## src/hw/frame_macros.svh

```systemverilog
`ifndef FRAME_MACROS_SVH
`define FRAME_MACROS_SVH

// byte lane width on both stream sides
`define FRAME_DATA_W 8

// input side buffering
`define IN_FIFO_DEPTH 16

// output side buffering
`define OUT_FIFO_DEPTH 8

`endif

```

## src/hw/checksum_pkg.sv

```systemverilog
`default_nettype none

`include "frame_macros.svh"

package checksum_pkg;

// modulo-256 running sum
typedef logic [`FRAME_DATA_W-1:0] csum_t;

// PASS forwards frame bytes, CHECK emits the complement byte
typedef enum logic {
    PASS,
    CHECK
} appender_state_t;

endpackage: checksum_pkg

`default_nettype wire

```

## src/hw/stream_pkg.sv

```systemverilog
`default_nettype none

`include "frame_macros.svh"

package stream_pkg;

// beat from the source, before the checksum stage
typedef struct packed {
    logic [`FRAME_DATA_W-1:0] data;
    logic                     last; // end of frame
} rx_beat_t;

// beat toward the sink
typedef struct packed {
    logic [`FRAME_DATA_W-1:0] data;
    logic                     last;
    logic                     is_check; // appended checksum byte
} tx_beat_t;

endpackage: stream_pkg

`default_nettype wire
```

## src/hw/checksum_appender.sv

```systemverilog
`default_nettype none

module checksum_appender
    import stream_pkg::*;
    import checksum_pkg::*;
(
    input  wire logic     i_clock,
    input  wire logic     i_reset,
    input  wire rx_beat_t i_in_beat,
    input  wire logic     i_in_valid,
    output      logic     o_in_ready,
    output      tx_beat_t o_out_beat,
    output      logic     o_out_valid,
    input  wire logic     i_out_ready
);

appender_state_t state;
csum_t           sum;       // sum of the current frame so far
tx_beat_t        out_beat;
logic            out_valid;
logic            load;
logic            take;

// output register empty or draining this cycle
assign load = !out_valid || i_out_ready;

// no input while the check byte goes out
assign o_in_ready = (state == PASS) && load;
assign take = i_in_valid && o_in_ready;

always_ff @(posedge i_clock) begin
    if (i_reset == 1'b1) begin
        state <= PASS;
        sum <= '0;
        out_valid <= 1'b0;
    end else if (load) begin
        case (state)
        PASS: begin
            out_valid <= take;
            if (take) begin
                sum <= sum + i_in_beat.data;
                if (i_in_beat.last) begin
                    state <= CHECK;
                end
            end
        end
        CHECK: begin
            out_valid <= 1'b1;
            sum <= '0; // next frame starts fresh
            state <= PASS;
        end
        default: state <= PASS;
        endcase
    end
end

always_ff @(posedge i_clock) begin
    if (take) begin
        out_beat.data <= i_in_beat.data;
        out_beat.last <= 1'b0; // last moves to the check byte
        out_beat.is_check <= 1'b0;
    end else if (load && (state == CHECK)) begin
        // frame plus this byte sums to zero
        out_beat.data <= csum_t'(-sum);
        out_beat.last <= 1'b1;
        out_beat.is_check <= 1'b1;
    end
end

assign o_out_beat = out_beat;
assign o_out_valid = out_valid;

endmodule: checksum_appender

`default_nettype wire

```

## src/hw/ebr_fifo.sv

```systemverilog
`default_nettype none

module ebr_fifo #(
    parameter type    payload_t = logic [7:0],
    parameter integer DEPTH     = 16
) (
    input  wire logic     i_clock,
    input  wire logic     i_reset,
    input  wire payload_t i_in_data,
    input  wire logic     i_in_valid,
    output      logic     o_in_ready,
    output      payload_t o_out_data,
    output      logic     o_out_valid,
    input  wire logic     i_out_ready
);

localparam integer PTR_W = $clog2(DEPTH);
localparam integer LVL_W = $clog2(DEPTH) + 1;

payload_t         buffer [0:DEPTH-1];
logic [PTR_W-1:0] head;
logic [PTR_W-1:0] tail;
logic [LVL_W-1:0] water_level; // beats currently held
logic             wr_fire;
logic             rd_fire;

enum logic [1:0] {
    ST_INIT,
    ST_EMPTY,
    ST_NORMAL,
    ST_FULL
} curr_state, next_state;

assign wr_fire = i_in_valid && o_in_ready;
assign rd_fire = o_out_valid && i_out_ready;

// head slot only, so a full buffer never overwrites the beat at tail
always_ff @(posedge i_clock) begin
    if (wr_fire) begin
        buffer[head] <= i_in_data;
    end
end

assign o_out_data = buffer[tail]; // unregistered read

always_ff @(posedge i_clock) begin
    if (i_reset == 1'b1) begin
        head <= '0;
        tail <= '0;
        water_level <= '0;
    end else begin
        if (wr_fire) begin
            head <= (head == PTR_W'(DEPTH - 1)) ? '0 : head + 1'b1;
        end
        if (rd_fire) begin
            tail <= (tail == PTR_W'(DEPTH - 1)) ? '0 : tail + 1'b1;
        end
        case ({wr_fire, rd_fire})
        2'b10: water_level <= water_level + 1'b1;
        2'b01: water_level <= water_level - 1'b1;
        default: water_level <= water_level; // none or both
        endcase
    end
end

always_ff @(posedge i_clock) begin
    if (i_reset == 1'b1) begin
        curr_state <= ST_INIT;
    end else begin
        curr_state <= next_state;
    end
end

always_comb begin
    case (curr_state)
    ST_EMPTY: begin
        next_state = i_in_valid ? ST_NORMAL : ST_EMPTY;
        o_in_ready = 1'b1;
        o_out_valid = 1'b0;
    end
    ST_NORMAL: begin
        case ({i_in_valid, i_out_ready})
        2'b01: next_state = (water_level == LVL_W'(1)) ? ST_EMPTY : ST_NORMAL;
        2'b10: next_state = (water_level == LVL_W'(DEPTH - 1)) ? ST_FULL : ST_NORMAL;
        default: next_state = ST_NORMAL;
        endcase
        o_in_ready = 1'b1;
        o_out_valid = 1'b1;
    end
    ST_FULL: begin
        next_state = i_out_ready ? ST_NORMAL : ST_FULL; // only a read leaves full
        o_in_ready = 1'b0;
        o_out_valid = 1'b1;
    end
    default: begin
        // init lasts one cycle after reset
        next_state = ST_EMPTY;
        o_in_ready = 1'b0;
        o_out_valid = 1'b0;
    end
    endcase
end

endmodule: ebr_fifo

`default_nettype wire

```

## src/hw/frame_checksum_top.sv

```systemverilog
`default_nettype none

`include "frame_macros.svh"

module frame_checksum_top
    import stream_pkg::*;
(
    input  wire logic                     i_clock,
    input  wire logic                     i_reset,
    input  wire logic [`FRAME_DATA_W-1:0] i_in_data,
    input  wire logic                     i_in_last,
    input  wire logic                     i_in_valid,
    output      logic                     o_in_ready,
    output      logic [`FRAME_DATA_W-1:0] o_out_data,
    output      logic                     o_out_last,
    output      logic                     o_out_check,
    output      logic                     o_out_valid,
    input  wire logic                     i_out_ready
);

rx_beat_t in_beat;
rx_beat_t fifo_rx_beat;     // input fifo to appender
logic     fifo_rx_valid;
logic     fifo_rx_ready;
tx_beat_t app_tx_beat;      // appender to output fifo
logic     app_tx_valid;
logic     app_tx_ready;
tx_beat_t out_beat;

assign in_beat.data = i_in_data;
assign in_beat.last = i_in_last;

ebr_fifo #(
    .payload_t (rx_beat_t),
    .DEPTH     (`IN_FIFO_DEPTH)
) u_in_fifo (
    .i_clock     (i_clock),
    .i_reset     (i_reset),
    .i_in_data   (in_beat),
    .i_in_valid  (i_in_valid),
    .o_in_ready  (o_in_ready),
    .o_out_data  (fifo_rx_beat),
    .o_out_valid (fifo_rx_valid),
    .i_out_ready (fifo_rx_ready)
);

checksum_appender u_appender (
    .i_clock     (i_clock),
    .i_reset     (i_reset),
    .i_in_beat   (fifo_rx_beat),
    .i_in_valid  (fifo_rx_valid),
    .o_in_ready  (fifo_rx_ready),
    .o_out_beat  (app_tx_beat),
    .o_out_valid (app_tx_valid),
    .i_out_ready (app_tx_ready)
);

ebr_fifo #(
    .payload_t (tx_beat_t),
    .DEPTH     (`OUT_FIFO_DEPTH)
) u_out_fifo (
    .i_clock     (i_clock),
    .i_reset     (i_reset),
    .i_in_data   (app_tx_beat),
    .i_in_valid  (app_tx_valid),
    .o_in_ready  (app_tx_ready),
    .o_out_data  (out_beat),
    .o_out_valid (o_out_valid),
    .i_out_ready (i_out_ready)
);

assign o_out_data = out_beat.data;
assign o_out_last = out_beat.last;
assign o_out_check = out_beat.is_check;

endmodule: frame_checksum_top

`default_nettype wire

```

## config.mk

```make
export PLATFORM = sky130hd
export DESIGN_NAME = frame_checksum_top
export DESIGN_NICKNAME = d
export VERILOG_FILES = /design/src/hw/checksum_pkg.sv /design/src/hw/stream_pkg.sv /design/src/hw/checksum_appender.sv /design/src/hw/ebr_fifo.sv /design/src/hw/frame_checksum_top.sv
export VERILOG_INCLUDE_DIRS = /design/src /design/src/hw
export SDC_FILE = /design/constraint.sdc
export NUM_CORES = 1
export LEC_CHECK = 0
export CAP_MARGIN = 20
export CORE_ASPECT_RATIO = 1.75
export CORE_MARGIN = 2
export CORE_UTILIZATION = 30
export CTS_CLUSTER_DIAMETER = 150
export DETAILED_ROUTE_END_ITERATION = 6
export DONT_BUFFER_PORTS = 1
export PLACE_DENSITY_LB_ADDON = 0.3
export REMOVE_ABC_BUFFERS = 1
export SLEW_MARGIN = 20
export SYNTH_ARGS = -nofsm -noshare
export SYNTH_HDL_FRONTEND = slang
export SYNTH_HIERARCHICAL = 1
export SYNTH_SLANG_ARGS = --single-unit
```

## constraint.sdc

```tcl
create_clock -name i_clock -period 5.8 [get_ports i_clock]
set_clock_uncertainty 0.15 [all_clocks]
set_input_delay 0.87 -clock i_clock [delete_from_list [all_inputs] [get_ports i_clock]]
set_output_delay 0.87 -clock i_clock [all_outputs]
set_load 0.01 [all_outputs]
```

======== After elaboration in Yosys (flattened, before gate mapping) ========
Memory sizes are Yosys's and may differ from the RTL's. A register that Yosys moved wholly into a read port is not among the register bits.
Cells that the tools add are included.
storage, ports and cells
  memory bits (writable) .................. 224
  memories ................................ 2
  word-level logic and storage cells ...... 103
  output and inout bits ................... 12
  flip-flop bits (word level) ............. 46
  input bits .............................. 13
memories
  memory             depth  width  read ports  clocked after Yosys merged registers in  wr ports  line            source
  u_in_fifo.buffer   16     9      1           1                                        1         ebr_fifo.sv:20  payload_t buffer [0:DEPTH-1];
  u_out_fifo.buffer  8      10     1           1                                        1         ebr_fifo.sv:20
cells by class
  bitwise logic cells ..................... 1
  add/subtract/negate cells ............... 10
  muxes and demuxes ....................... 38
  reduce and logical (&&, ||, !) cells .... 16
  equality and inequality tests ........... 23
operator list
  kind                                            number
  2-to-1 mux 10 bit                               2
  == test 2 bit (second input constant)           8
  2-to-1 mux 4 bit                                4
  one-hot mux 8 bit (2 select lines)              1
  2-to-1 mux 1 bit                                14
  adder 4 x 1 -> 4 bit (second input constant)    3
  == test 2 x 1 -> 1 bit (second input constant)  6
  2-to-1 mux 3 bit                                4
  one-hot mux 2 bit (3 select lines)              2
  one-hot mux 5 bit (2 select lines)              1
  adder 8 bit                                     1
  == test 4 bit (second input constant)           2
  2-to-1 mux 2 bit                                4
  2-to-1 mux 8 bit                                1
  negation 8 bit                                  1
  one-hot mux 2 bit (2 select lines)              2
  one-hot mux 4 bit (2 select lines)              1
  OR reduction 2 bit                              4
  adder 3 x 1 -> 3 bit (second input constant)    2
  == test 3 bit (second input constant)           2
  logical AND 1 bit                               6
  nonzero test 2 bit                              3
  adder 5 x 1 -> 5 bit (second input constant)    1
  == test 5 x 1 -> 1 bit (second input constant)  1
  11 further kinds                                12

======== Logic depth before layout (Yosys ltp) ========
  depth after elaboration ................. 8
  gate-level depth with buffers ........... 12
  gate-level depth less buffers ........... 11

======== By module ========
Netlist, hierarchy kept.
modules (own cells, without submodules)
  module                  area each (um^2)  times used  sequential area each (um^2)  cells an instance
  ebr_fifo at u_in_fifo   6615.1            1           4704.5                       356
  ebr_fifo at u_out_fifo  3926.3            1           2702.6                       211
  checksum_appender       1172.4            1           460.4                        113

======== Least setup slack after synthesis ========
OpenSTA, ideal clock, no wires.
  path kind ............................... register -> register
  start point ............................. register with a tool-made name
  end point ............................... register u_appender.sum[6]
  setup slack ............................. 2797 ps
  buffers on the path ..................... 2
  cell stages (with the launch flop) ...... 13
  period minus slack after synthesis ...... 3003 ps
  library setup time ...................... 130 ps
  data arrival time ....................... 2722 ps
  required time ........................... 5520 ps
  cell sequence ........................... dfxtp_1 -> buf_6 -> buf_4 -> mux4_2 -> a22oi_1 -> nand2_1 -> ha_1 -> fa_1 -> a21o_1 -> a211oi_1 -> o21bai_1 -> xnor2_1 -> o22ai_1
RTL lines
  item                    line                     source
  end signal: assignment  checksum_appender.sv:41  sum <= sum + i_in_beat.data;
  end: declaration        checksum_appender.sv:18  csum_t sum;

==> results.md <==
* Fin crit share at 0.604
* Logic pwr share at 0.033
* Yosys cell types at 65
* Worst Hold Class: input port to flop
* CTS tree: yes
* # setup viols final at 0
* Setup TNS at 0 ns
* Routed WL at 22,800 um
* Clock buffer depth at 3
* Width of the die at 153 um
* Post-Syn Area at 11,700 um2
* Initial antenna violation count at 0
* Core box area at 38,500 um2
* Critical path fanouts, max at 15
* DRC violations left at 0
* Hold Path Origin: i_reset
* Layout area overhead at 11.7%
* Crit path DAT at 3.76 ns
* Crit Path Class: flop to flop
* Top post-synthesis cells by count: edfxtp_1, dfxtp_1, ha_1
* Vias per cell at 4.84
* Post-synth EDFFs at 232
* Reg power frac at 0.546
* #FFs+latches synth at 277
* Power density cells at 309 nW/um2
* Clk Latency, worst-skew pair at 0.53 ns
* FILL cells at 3,730
* Sequential area share after synthesis at 0.672
* Area share of the largest cell type after synthesis at 0.595
* Critical Path RT at 6.06 ns
* Synthesized area per cell at 17.2 um2
* Slew Limit Fails at 0
* Primary FF master, synth: edfxtp_1
* Num CTS Buffers at 25
* Clock network fraction of total power at 0.421
* GRT Util Overall at 0.113
* Fin. Hold Viols at 0
* Worst vdd rail ir drop at 0.224 mV
* Cell-internal power at 0.00323 W
* Clock Sinks at 277
* Fin cells at 1,196
* Row count at 95
* Starting density of the core at 0.304
* LEAKAGE at 4.36 nW
* Largest net degree at the start of global routing at 40
* Vias in the first global route at 6,129
* Ys async rst share at 0
* Post-DP Area at 12,200 um2
* MaxCap Viol Count at 0
* Pre-Repair DR Iteration Count at 4
* Clk slew on worst S/H paths at 0.07 ns
* Net switching power at 0.000819 W
* Post-Layout Inst Area at 13,100 um2
* Top cells by area, synth: edfxtp_1, mux4_1, dfxtp_1, ha_1, mux4_2
* NumNets Final at 745
* Yosys warns at 6
* DP Wirelength at 15,300 um
* CP startpoint kind: flop
* Status: finished clean
* Crit. End Element: flop
* Die Area at 40,700 um2
* Die height at 265 um
* Share of layout cells above drive strength 1 at 0.143
* Switching Fraction at 0.202
* Io pins at 25
* Fmax at 0.285 GHz
* Slew HR at 0.340
* CTS H-tree depth at 1
* Routed Antenna Nets at 0
* Vias at 5,786
* Worst-margin pin slew at 0.986 ns
* Clk root buf: clkbuf_16
* Post-CTS setup buffer count at 0
* Post-synth top area cell: edfxtp_1
* Synth Instances at 680
* First-pass GRT wire length at 35,600 um
* Final Critical Period at 3.50 ns
* Post-CTS sizing at 0
* Gr ovfl total at 0
* Port bufs at 0
* Most common cell in the netlist: edfxtp_1
* CTS hold repair buffers at 0
* Final Wtd Congestion at 0.747
* RSZ-0062 raised after global routing: false
* Routed len/inst at 19.0 um
* # diodes at 0
* Drt first-iter violations at 312
* Placed cells at 1,151
[sequential cells by signal, summed over array words and instances, names as in the netlist, named ones only]
name,count
u_appender/o_out_beat,9
u_in_fifo/curr_state,2
u_out_fifo/curr_state,2
u_in_fifo/tail,4
u_out_fifo/water_level,4
u_in_fifo/water_level,5
u_out_fifo/buffer,80
u_appender/sum,8
u_out_fifo/tail,3
u_appender/o_out_valid,1
u_in_fifo/head,4
u_in_fifo/buffer,144
u_out_fifo/head,3
u_appender/state,1
[cells in the final DEF (no fill, tap or decap), types with 3 or more instances in the layout]
master / count
nand2_1: 28
edfxtp_1: 232
mux4_2: 21
clkinv_2: 6
a22o_1: 8
a311oi_1: 3
nor2_1: 32
xnor2_1: 10
a21oi_1: 23
nor2b_1: 3
clkinv_4: 3
o21ai_0: 7
nor3_1: 12
and3_1: 9
mux2i_1: 5
or3_1: 3
inv_1: 24
buf_4: 14
mux4_1: 35
a211oi_1: 4
clkbuf_16: 25
xor2_1: 9
mux2_2: 11
bufinv_16: 4
nand3_1: 7
and2_1: 10
ha_1: 38
dfxtp_1: 44
a22oi_1: 24
nand2b_1: 4
a21o_1: 4
[cell families (layout without fill, tap and decap cells)]
family                   count (synthesis)  count (layout)  synth area share
adder cells (fa/ha/maj)                 39              39            0.0423
buffers and inverters                   52              83            0.0253
AND/OR/NAND/NOR                        129             129            0.0575
multiplexers                            72              72             0.134
AO/OA/AOI/OAI                           92              92            0.0553
flip-flops                             277             277             0.672
XOR/XNOR                                19              19            0.0142
[layout make-up]
cell class              count  area [um2]  area share
flip-flops and latches    277        7870       0.601
well taps                 485         607      0.0464
clock buffers              28         647      0.0494
inverters                  24        90.1     0.00688
clock inverters            17         204      0.0156
repair buffers             14         105     0.00803
multi-input cells         351        3570       0.273
[worst paths after layout]
path | endpoint | slack [ns] | cells after the start
max reg2reg | u_appender/sum[6]$_SDFFE_PP0P_ | 2.30 | 10
min reg2reg | u_out_fifo/tail[1]$_SDFFE_PP0P_ | 0.33 | 2
min | u_out_fifo/water_level[2]$_SDFFE_PP0P_ | 0.26 | 1
max | u_appender/sum[6]$_SDFFE_PP0P_ | 2.30 | 10
[routing by layer]
metal  global-route usage  share of wire  vias up
li1                     -              -     2735
met1                0.112           0.36     2950
met2                0.231           0.58       66
met3               0.0152          0.025       35
met4               0.0449          0.031        0
met5                    0              0        -
[worst max-delay path, cell delays in order, from the launching register on]
cell	delay [ns]
dfxtp_2	0.63
buf_4	0.35
mux4_1	0.59
a22oi_1	0.23
nand2_1	0.18
fa_1	0.48
a21o_1	0.19
a211oi_1	0.23
o21bai_1	0.12
xnor2_1	0.14
o22ai_1	0.09
[power groups by stage]
stage	registers [W]	clock network, W	logic [W]
2_1_floorplan	0.00225	0	0.000102
3_3_place_gp	0.00225	0	0.000133
3_5_place_dp	0.00225	0	0.000134
4_1_cts	0.00221	0.00176	0.000135
5_1_grt	0.00221	0.00183	0.000149
6_report	0.00221	0.00171	0.000133
[through the flow]
step           total power (W)  utilization  hold slack (ns)  setup WS [ns]
5_1_grt                0.00419        0.340            0.239           2.04
3_5_place_dp           0.00239        0.318            0.320           2.24
6_report               0.00405        0.340            0.262           2.30
4_1_cts                0.00410        0.340            0.219           2.22
3_3_place_gp           0.00239        0.318            0.314           2.24
2_1_floorplan          0.00235            -            0.292           1.81
Note: power is estimated with default switching activity, not from simulation.
